## config.mk

```make
export PLATFORM = sky130hd
export DESIGN_NAME = hilo_prf
export DESIGN_NICKNAME = d
export VERILOG_FILES = /design/src/mul_pkg.sv /design/src/hilo_prf.sv
export SDC_FILE = /design/constraint.sdc
export NUM_CORES = 1
export LEC_CHECK = 0
export BUFFER_PORTS_ARGS = -buffer_cell sky130_fd_sc_hd__buf_2
export CAP_MARGIN = 30
export CELL_PAD_IN_SITES_DETAIL_PLACEMENT = 1
export CELL_PAD_IN_SITES_GLOBAL_PLACEMENT = 1
export CORE_ASPECT_RATIO = 0.9
export CORE_MARGIN = 4
export CORE_UTILIZATION = 30
export DETAILED_ROUTE_END_ITERATION = 12
export PLACE_DENSITY_LB_ADDON = 0.15
export SLEW_MARGIN = 20
export SYNTH_ARGS = -nofsm -noshare
export SYNTH_HDL_FRONTEND = slang
export SYNTH_SLANG_ARGS = --single-unit
```

## constraint.sdc

```tcl
create_clock -name clk -period 7.4 [get_ports clk]
set_input_delay 1.11 -clock clk [delete_from_list [all_inputs] [get_ports clk]]
set_output_delay 1.11 -clock clk [all_outputs]
set_load 0.005 [all_outputs]
```

## src/mul_pkg.sv

```systemverilog
`default_nettype none

package mul_pkg;

   // register and reorder-buffer pointer widths
   localparam int LG_ROB_ENTRIES      = 6;
   localparam int LG_PRF_ENTRIES      = 6;
   localparam int LG_HILO_PRF_ENTRIES = 3;

   typedef logic [LG_ROB_ENTRIES-1:0]      rob_ptr_t;
   typedef logic [LG_PRF_ENTRIES-1:0]      gpr_ptr_t;
   typedef logic [LG_HILO_PRF_ENTRIES-1:0] hilo_ptr_t;

   typedef enum logic [2:0] {
      MUL   = 3'd0,
      MULT  = 3'd1,
      MULTU = 3'd2,
      MADD  = 3'd3,
      MSUB  = 3'd4
   } opcode_t;

   typedef struct packed {
      opcode_t   opcode;
      gpr_ptr_t  src_a;
      gpr_ptr_t  src_b;
      hilo_ptr_t hilo_src;
      gpr_ptr_t  gpr_dst;
      hilo_ptr_t hilo_dst;
      rob_ptr_t  rob_ptr;
   } mul_issue_t;

   // issue fields that ride down the pipeline
   typedef struct packed {
      opcode_t   opcode;
      gpr_ptr_t  gpr_dst;
      hilo_ptr_t hilo_dst;
      rob_ptr_t  rob_ptr;
   } mul_tag_t;

   typedef struct packed {
      logic        valid;
      rob_ptr_t    rob_ptr;
      logic        gpr_val;
      gpr_ptr_t    gpr_ptr;
      logic        hilo_val;
      hilo_ptr_t   hilo_ptr;
      logic [63:0] y;
   } mul_done_t;

   typedef struct packed {
      logic        en;
      gpr_ptr_t    ptr;
      logic [31:0] data;
   } gpr_load_t;

   typedef struct packed {
      logic        en;
      hilo_ptr_t   ptr;
      logic [63:0] data;
   } hilo_load_t;

endpackage

`default_nettype wire

```

## src/hilo_prf.sv

```systemverilog
`timescale 1ns/1ps
`default_nettype none

module hilo_prf
   import mul_pkg::*;
(
   input  logic        clk,
   input  logic        reset,
   input  hilo_ptr_t   rd_ptr,
   output logic [63:0] rd_data,
   input  hilo_load_t  load,
   input  mul_done_t   done
);

   localparam int N_REGS = 1 << LG_HILO_PRF_ENTRIES;

   // hi in the upper word, lo in the lower
   logic [63:0] regs [0:N_REGS-1];

   assign rd_data = regs[rd_ptr];

   always_ff @(posedge clk)
   begin
      if (reset)
      begin
         for (int i = 0; i < N_REGS; i++)
         begin
            regs[i] <= '0;
         end
      end
      else
      begin
         if (load.en)
         begin
            regs[load.ptr] <= load.data;
         end
         if (done.hilo_val)
         begin
            regs[done.hilo_ptr] <= done.y;
         end
      end
   end

   // a writeback from the pipeline must name a real register
   a_wb_ptr_known : assert property (@(posedge clk) disable iff (reset)
      done.hilo_val |-> !$isunknown(done.hilo_ptr));

endmodule

`default_nettype wire

```

==> run_results.csv <==
group,metric,value,unit
status,status,"complete, no violations",
worst_setup_path,start_kind,"input pin",
pwr,p_leak,12.06,nW
worst_setup_path,critPathCaptureType,"output pin",
routing,wl_per_cell,29.19,um
clocking,post_cts_resized,0,
sta,fin_crit_sh,0.6088,
synth,synthTopCellsByArea,"edfxtp_1, mux2_2, mux4_2, nor2_1, mux2_4",
cells_and_area,multi_input_area,0.01282,mm2
sta,finalSetupTns,0,ns
routing,wirelength,102500,um
routing,drt_iter0_markers,1279,
cells_and_area,num-fill-cells,9853,
placed_design,dp_slack,2.764,ns
sta,hold_viol,0,
global_route,first_global_vias,20675,
worst_setup_path,critPathKind,"in -> out",
sta,rsz0062_at_grt,"false",
synth,synth-seq-cells,512,
global_route,grt_max_degree,131,
synth,ys_warn_count,0,
global_route,grt_usage,0.2016,
synth,ys_types,22,
routing,via_per_inst,5.276,
floorplan,core_area,0.09519,mm2
clocking,cts.sinks,512,
floorplan,die-height,302.7,um
worst_setup_path,cp_max_fo,67,
sta,maxSlewHeadroom,0.3389,
cells_and_area,regArea,0.01537,mm2
job,maxCapViolations,0,
worst_setup_path,cp.required,6.29,ns
cells_and_area,design_area,0.03339,mm2
pwr,p_per_area,221.3,mW/mm2
pwr,irDropWorstVdd,0.0001398,V
routing,drc,0,
cells_and_area,utilization,0.3508,
synth,syn_nets,2210,
sta,fmax,0.2220,GHz
clocking,numCtsBuffers,66,
cells_and_area,layout-drive-gt1-share,0.4969,
synth,synth_top_area_frac,0.5311,
cells_and_area,regMostFlops,"regs",
global_route,antenna_found_initial,26,
synth,yosysSeqAreaShare,0.5311,
worst_setup_path,arrival,3.39,ns
placed_design,placed_area,0.03131,mm2
pwr,finalPower,7.391,mW
placed_design,gp_congestion,0.7223,
global_route,grt_remaining_overflow,0,
clocking,cts_hold_buf,0,
placed_design,portBuffers,204,
routing,postRouteAntennaNets,0,
placed_design,dp_hpwl,55490,um
cells_and_area,reg.largest.list,"regs x512",
global_route,grt_pass1_wl,148600,um
synth,syn_inst,2055,
sta,worst_pin_slew,0.9916,ns
clocking,path_clk_slew,0.06,ns
floorplan,rows,107,
sta,maxSlewViolCount,0,
floorplan,dieWidth,335.5,um
sta,min_period,4.505,ns
floorplan,dieArea,0.1015,mm2
floorplan,ioPinCount,219,
worst_hold_path,min_path_type,"in -> reg",
routing,num_vias,18529,
sta,setup_viol,0,
cells_and_area,nNetsFinal,2357,
synth,syn-cell-area,0.02895,mm2
clocking,htreeDepth,3,
sta,fin_ws,2.895,ns
synth,syn_avg_cell_area,14.09,um2
cells_and_area,area_growth,15.34,%
clocking,root_buffer,"clkbuf_16",
cells_and_area,largest_register_ffs,512,
clocking,clockBufferDepth,3,
routing,first_pass_iters,5,
synth,yosysTopAreaCell,"edfxtp_1",
clocking,cts_tree,"yes",
floorplan,start_util,0.3041,
clocking,post-cts-setup-buffers,0,
Yosys cell counts:
master    instances
mux4_2          128
or3b_2           65
nor2_2            4
or3b_4            1
buf_1            10
nand3b_2          1
nor2_1          512
mux2_4           49
or2_2             2
nand3b_1         66
edfxtp_1        512
clkbuf_1         98
o211ai_1          4
nand2_1           1
buf_2            41
buf_6            23
mux2_2          527
o221ai_1          4
nand2b_1          2
nand3_1           1
or3_1             2
inv_1             2
area by class of cell:
type / instances / area share
Tap cell: 1253 / 0.04695
Clock buffer: 89 / 0.05396
Sequential cell: 512 / 0.4604
Clock inverter: 25 / 0.005096
Multi-Input combinational cell: 1369 / 0.3839
Timing Repair Buffer: 251 / 0.04860
Antenna cell: 11 / 0.0008244
Inverter: 2 / 0.0002248
cells by family (layout without fill, tap and decap cells):
group | count (synthesis) | after routing | synth area share
DFF | 512 | 512 | 0.5311
other | 0 | 11 | 0
muxes | 704 | 704 | 0.3300
AOI/OAI and AO/OA | 8 | 8 | 0.002247
buffers and inverters | 174 | 367 | 0.03030
and+or+nand+nor | 657 | 657 | 0.1064
routing by layer:
metal	global-route usage	vias to the layer above	routed length, um
met3	0.03219	152	4611
met4	0.05186	8	2331
met5	0	-	45
li1	-	8044	-
met2	0.3362	457	49260
met1	0.2751	9868	46260
final timing paths:
path	from	endpoint	slack, ns	depth (start not counted)
setup / recovery	rd_ptr[0]	rd_data[31]	2.90	5
hold / removal	done[54]	regs[0][54]$_DFFE_PP_	0.92	2
power by group:
group / internal, mW / leakage (nW) / switching [mW]
registers: 3.43 / 4.99 / 0.0583
clock network: 1.77 / 0.962 / 1.27
logic: 0.356 / 6.10 / 0.506
worst max-delay path, cell delays in order:
cell,delay [ns]
buf_8,0.63
buf_4,0.50
mux4_2,0.56
mux2_2,0.31
buf_2,0.14
layout by cell type, fill, tap and decap left out, types with 11 or more instances in the layout:
cell type,instances
clkbuf_1,20
buf_4,33
nand3b_1,66
buf_12,11
diode_2,11
mux2_4,49
mux2_2,527
or3b_2,64
edfxtp_1,512
clkbuf_16,69
clkinv_1,12
buf_2,199
mux4_2,128
nor2_1,512
through the flow:
stage / hold slack (ns) / cells
floorplan: 1.328 / 2055
global placement: 1.514 / 3379
detailed placement: 1.524 / 3383
CTS: 0.8751 / 3497
global route: 0.9120 / 3508
finish: 0.9213 / 3512
Note: power is estimated with default switching activity, not from simulation.
