File: src/mul_pkg.sv
`default_nettype none

package mul_pkg;

   // register and reorder-buffer pointer widths
   localparam int LG_ROB_ENTRIES      = 6;
   localparam int LG_PRF_ENTRIES      = 6;
   localparam int LG_HILO_PRF_ENTRIES = 3;

   typedef logic [LG_ROB_ENTRIES-1:0]      rob_ptr_t;
   typedef logic [LG_PRF_ENTRIES-1:0]      gpr_ptr_t;
   typedef logic [LG_HILO_PRF_ENTRIES-1:0] hilo_ptr_t;

   typedef enum logic [2:0] {
      MUL   = 3'd0,
      MULT  = 3'd1,
      MULTU = 3'd2,
      MADD  = 3'd3,
      MSUB  = 3'd4
   } opcode_t;

   typedef struct packed {
      opcode_t   opcode;
      gpr_ptr_t  src_a;
      gpr_ptr_t  src_b;
      hilo_ptr_t hilo_src;
      gpr_ptr_t  gpr_dst;
      hilo_ptr_t hilo_dst;
      rob_ptr_t  rob_ptr;
   } mul_issue_t;

   // issue fields that ride down the pipeline
   typedef struct packed {
      opcode_t   opcode;
      gpr_ptr_t  gpr_dst;
      hilo_ptr_t hilo_dst;
      rob_ptr_t  rob_ptr;
   } mul_tag_t;

   typedef struct packed {
      logic        valid;
      rob_ptr_t    rob_ptr;
      logic        gpr_val;
      gpr_ptr_t    gpr_ptr;
      logic        hilo_val;
      hilo_ptr_t   hilo_ptr;
      logic [63:0] y;
   } mul_done_t;

   typedef struct packed {
      logic        en;
      gpr_ptr_t    ptr;
      logic [31:0] data;
   } gpr_load_t;

   typedef struct packed {
      logic        en;
      hilo_ptr_t   ptr;
      logic [63:0] data;
   } hilo_load_t;

endpackage

`default_nettype wire

File: src/mul.sv
`timescale 1ns/1ps
`default_nettype none

module mul
   import mul_pkg::*;
#(
   parameter int MUL_LAT = 4
)
(
   input  logic        clk,
   input  logic        reset,
   input  logic        go,
   input  mul_tag_t    tag,
   input  logic [31:0] src_a,
   input  logic [31:0] src_b,
   input  logic [63:0] src_hilo,
   output mul_done_t   done
);

   // per-stage control, cleared on reset
   typedef struct packed {
      logic valid;
      logic gpr_val;
      logic hilo_val;
      logic acc_en;
   } stage_ctrl_t;

   // per-stage payload
   typedef struct packed {
      logic [63:0] prod;
      logic [63:0] acc;
      logic        acc_sub;
      gpr_ptr_t    gpr_ptr;
      hilo_ptr_t   hilo_ptr;
      rob_ptr_t    rob_ptr;
   } stage_data_t;

   stage_ctrl_t ctrl_in;
   stage_data_t data_in;
   stage_ctrl_t ctrl_q [0:MUL_LAT];
   stage_data_t data_q [0:MUL_LAT];

   logic [63:0] a_ext;
   logic [63:0] b_ext;
   logic [63:0] prod;
   logic [63:0] y_last;

   // extend to 64 bits, low half of the 64x64 product is the answer either way
   always_comb
   begin
      if (tag.opcode == MULTU)
      begin
         a_ext = {32'b0, src_a};
         b_ext = {32'b0, src_b};
      end
      else
      begin
         a_ext = {{32{src_a[31]}}, src_a};
         b_ext = {{32{src_b[31]}}, src_b};
      end
      prod = a_ext * b_ext;
   end

   always_comb
   begin
      ctrl_in.valid    = go;
      ctrl_in.gpr_val  = go && (tag.opcode == MUL);
      ctrl_in.hilo_val = go && (tag.opcode != MUL);
      ctrl_in.acc_en   = go && ((tag.opcode == MADD) || (tag.opcode == MSUB));

      data_in.prod     = prod;
      data_in.acc      = src_hilo;
      data_in.acc_sub  = (tag.opcode == MSUB);
      data_in.gpr_ptr  = tag.gpr_dst;
      data_in.hilo_ptr = tag.hilo_dst;
      data_in.rob_ptr  = tag.rob_ptr;
   end

   always_ff @(posedge clk)
   begin
      if (reset)
      begin
         for (int i = 0; i <= MUL_LAT; i++)
         begin
            ctrl_q[i] <= '0;
         end
      end
      else
      begin
         ctrl_q[0] <= ctrl_in;
         for (int i = 1; i <= MUL_LAT; i++)
         begin
            ctrl_q[i] <= ctrl_q[i-1];
         end
      end
   end

   always_ff @(posedge clk)
   begin
      data_q[0] <= data_in;
      for (int i = 1; i <= MUL_LAT; i++)
      begin
         data_q[i] <= data_q[i-1];
      end
   end

   // accumulate at the last stage
   always_comb
   begin
      if (ctrl_q[MUL_LAT].acc_en)
      begin
         if (data_q[MUL_LAT].acc_sub)
         begin
            y_last = data_q[MUL_LAT].acc - data_q[MUL_LAT].prod;
         end
         else
         begin
            y_last = data_q[MUL_LAT].acc + data_q[MUL_LAT].prod;
         end
      end
      else
      begin
         y_last = data_q[MUL_LAT].prod;
      end
   end

   always_comb
   begin
      done.valid    = ctrl_q[MUL_LAT].valid;
      done.rob_ptr  = data_q[MUL_LAT].rob_ptr;
      done.gpr_val  = ctrl_q[MUL_LAT].gpr_val;
      done.gpr_ptr  = data_q[MUL_LAT].gpr_ptr;
      done.hilo_val = ctrl_q[MUL_LAT].hilo_val;
      done.hilo_ptr = data_q[MUL_LAT].hilo_ptr;
      done.y        = y_last;
   end

   // issue must carry a defined opcode
   a_opcode_known : assert property (@(posedge clk) disable iff (reset)
      go |-> tag.opcode inside {MUL, MULT, MULTU, MADD, MSUB});

   // one writeback target per completion
   a_single_dest : assert property (@(posedge clk) disable iff (reset)
      !(done.gpr_val && done.hilo_val));

endmodule

`default_nettype wire

File: config.mk
export PLATFORM = sky130hd
export DESIGN_NAME = mul
export DESIGN_NICKNAME = d
export VERILOG_FILES = /design/src/mul_pkg.sv /design/src/mul.sv
export SDC_FILE = /design/constraint.sdc
export NUM_CORES = 2
export LEC_CHECK = 0
export BUFFER_PORTS_ARGS = -buffer_cell sky130_fd_sc_hd__buf_2
export CAP_MARGIN = 20
export CORE_MARGIN = 2
export CORE_UTILIZATION = 35
export CTS_CLUSTER_SIZE = 25
export DETAILED_ROUTE_END_ITERATION = 16
export HOLD_SLACK_MARGIN = 0.06
export PLACE_DENSITY_LB_ADDON = 0.05
export SYNTH_ARGS = -nofsm -noshare
export SYNTH_HDL_FRONTEND = slang
export SYNTH_SLANG_ARGS = --single-unit
export TNS_END_PERCENT = 20
File: constraint.sdc
create_clock -name clk -period 11.8 [get_ports clk]
set_input_delay 2.36 -clock clk [delete_from_list [all_inputs] [get_ports clk]]
set_output_delay 2.36 -clock clk [all_outputs]
set_load 0.02 [all_outputs]
==> flow_metrics.tcl <==
set metrics [dict create \
    outcome "completed" \
    dieArea_mm2 0.1984 \
    core_area_mm2 0.1942 \
    grt_pass1_wl_um 311700 \
    h-tree-depth 2 \
    synth_seq_cells 740 \
    antenna_left 0 \
    rsz0062_at_grt "false" \
    dp_cells 9318 \
    muxShareOfSynthArea 0.007816 \
    start_util 0.3512 \
    cpPeakStageDelay_ps 590 \
    synthCells 6674 \
    worstSetupPathType "in -> reg" \
    gp_congestion 0.8749 \
    cts_setup_buffers 0 \
    ys_async_sr_fraction 0 \
    crit_slowest_cell "fa_1" \
    die_x_um 445.4 \
    cts-root-buf "clkbuf_16" \
    start_kind "input pin" \
    fin_crit_ps 10920 \
    worstMarginPinSlew_ps 1070 \
    worstSetupStartpoint "tag[15]" \
    synth_fp_nets 8617 \
    worstPathRequired_ps 12310 \
    max_freq_mhz 91.56 \
    path_common_cell "fa_1" \
    hold_viol 0 \
    rr_worst_depth 1 \
    clk_pin_slew_ps 80 \
    synth-edff-count 0 \
    r2r_setup_slack_ps 11250 \
    vias 43790 \
    drt-total-wl_um 205300 \
    cts_buffer_depth 3 \
    nNetsFinal 8779 \
    hp-class "reg -> reg" \
    met2_usage 0.3287 \
    initialDrtViolationCount 2432 \
    synth-xor-area-share 0.03018 \
    grt_pass1_vias 48240 \
    grtUsageTotal 0.2103 \
    synthToLayoutAreaGrowth_pct 9.682 \
    avgSynthCellArea_um2 10.22 \
    hold_buffers 0 \
    met1_usage 0.3196 \
    ioPinCount 231 \
    std_cell_rows 162 \
    worstPathArrival_ps 11430 \
    vias_per_cell 4.641 \
    avgRoutedWirePerCell_um 21.76 \
    yosys_warnings 0 \
    grt_max_degree 61 \
    synth_top_flop_cell "dfxtp_1" \
    timing.rr.start "ctrl_q[0][9]" \
    cp-endpoint "data_q[0][139]" \
    numCtsBuffers 58 \
    synth-adder-area-share 0.4852 \
    grt-busiest-layer "met2" \
    clock_sinks 740 \
    synth_area_mm2 0.06820 \
    synth_compound_area_frac 0.04961 \
    slew_headroom 0.2865 \
    fp.dieH_um 445.4 \
    r2r_end "ctrl_q[0][13]" \
    setup_viol 0 \
    end_kind "flop" \
    cts_resized 0 \
    drtPass1Iterations 7 \
    maxCapViolCount 0 \
    cp_max_fo 31 \
    cts_tree "done" \
    clk_latency_ps 660 \
    ys_types 95 \
    grt_use_met3 0.01793 \
    setup_tns_ps 0 \
    slew_violations 0 \
    synth_top_family_by_area "adder cells" \
    final_layout_size_suffix_gt1_frac 0.08278 \
    place_area_mm2 0.07266 \
    stdcell_count 9435 \
    hpwl_um 172400 \
    seq_area_frac_synth 0.2172 \
    stdcell_area_mm2 0.07480 \
    hold-worst-slack_ps 285.7 \
    fin_crit_sh 0.9255 \
    drc 0 \
    antenna_found_initial 9 \
    grt_remaining_overflow 0 \
    portBuffers 230 \
    yosys.area_share.simple 0.1096 \
    skew_ps 55.45 \
]
[area by class of cell]
| type | count | area [um2] |
|---|---|---|
| antenna | 7 | 17.52 |
| fill | 19530 | 119400 |
| multi-input combinational | 4130 | 46550 |
| inverter | 1517 | 5694 |
| timing repair buffer | 389 | 2417 |
| clock buffer | 67 | 1526 |
| tap | 2542 | 3181 |
| sequential | 740 | 14820 |
| clock inverter | 43 | 599.3 |
[cell families after synthesis]
group	after synthesis
flops	740
fa+ha+maj	1795
simple gates	1549
buf+inv	1804
xor+xnor	235
compound gates	503
mux	48
[synth_stat cells (7+ instances only)]
cell	n	area [um2]
nand4_1	24	150.1
o31ai_1	8	60.06
nand3_1	34	170.2
nor2b_1	34	212.7
a31oi_1	23	143.9
nor3_1	31	155.2
nor2_1	132	495.5
and3_1	11	68.82
and2_1	445	2784
or4_1	7	52.55
buf_1	10	37.54
o21a_1	14	105.1
buf_4	19	142.6
o21bai_1	18	135.1
or3_1	7	43.79
xnor2_1	170	1489
o211ai_1	7	52.55
nand2b_1	18	112.6
xor2_1	65	569.3
o21ai_0	76	380.4
fa_1	1416	28350
mux2_2	38	427.9
ha_1	378	4730
a21o_1	116	870.8
inv_1	1516	5690
dfxtp_1	740	14810
nor4_1	7	43.79
clkbuf_1	256	960.9
nand2_1	767	2879
mux2i_1	9	90.09
a21oi_1	159	795.8
[worst min-delay path by stage]
stage | from | endpoint | slack, ps | cells after the start
detailed placement | data_q[0][180] | data_q[0][324] | 310 | 0
floorplan | data_q[0][0] | data_q[0][144] | 310 | 0
global placement | data_q[0][158] | data_q[0][302] | 310 | 0
finish | data_q[0][487] | data_q[0][631] | 290 | 0
global route | data_q[0][344] | data_q[0][488] | 280 | 0
CTS | data_q[0][487] | data_q[0][631] | 270 | 0
[sequential cells by signal, summed over array words and instances (netlist names)]
register and count:
ctrl_q 20, data_q 720
[critical path, delay by kind of cell]
family / cells / cell delay (ps)
compound gates: 8 / 1550
buf+inv: 10 / 1370
xor+xnor: 1 / 150
simple gates: 4 / 490
fa+ha+maj: 11 / 5480
[per-stage QoR]
step | util | worst slack, ps
3_5_place_dp | 0.3742 | 214.2
6_report | 0.3852 | 878.6
5_1_grt | 0.3852 | 384.7
2_1_floorplan | - | 721.9
3_3_place_gp | 0.3741 | 270.1
4_1_cts | 0.3851 | 895.3
[cells in the final DEF, fill, tap and decap left out, types with 8 or more instances in the layout]
cell type and instances:
nor2b_1 32, a21oi_1 159, and2_1 445, nand4_1 24, fa_1 1416, clkinv_2 14, mux2i_1 9, xnor2_1 170
ha_1 378, buf_4 152, a31oi_1 23, clkbuf_16 59, mux2_2 38, nand2_1 766, inv_1 1516, o21a_1 14
o31ai_1 8, xor2_1 65, bufinv_16 10, dfxtp_1 738, nand2b_1 18, o21ai_0 76, o21bai_1 18, nor2_1 132
nor3_1 31, buf_2 231, a21o_1 116, nand3_1 34, and3_1 11
[routing by layer]
metal / wire length (um) / share of wire / up-vias
met5: 28 / 0.00014 / -
met4: 3701 / 0.018 / 4
li1: - / - / 19970
met2: 89530 / 0.44 / 855
met3: 7653 / 0.037 / 175
met1: 104400 / 0.51 / 22790
Power is left out: the tool's default activity adds up to more than one toggle a clock period on the data nets, which glitch-free logic cannot reach.
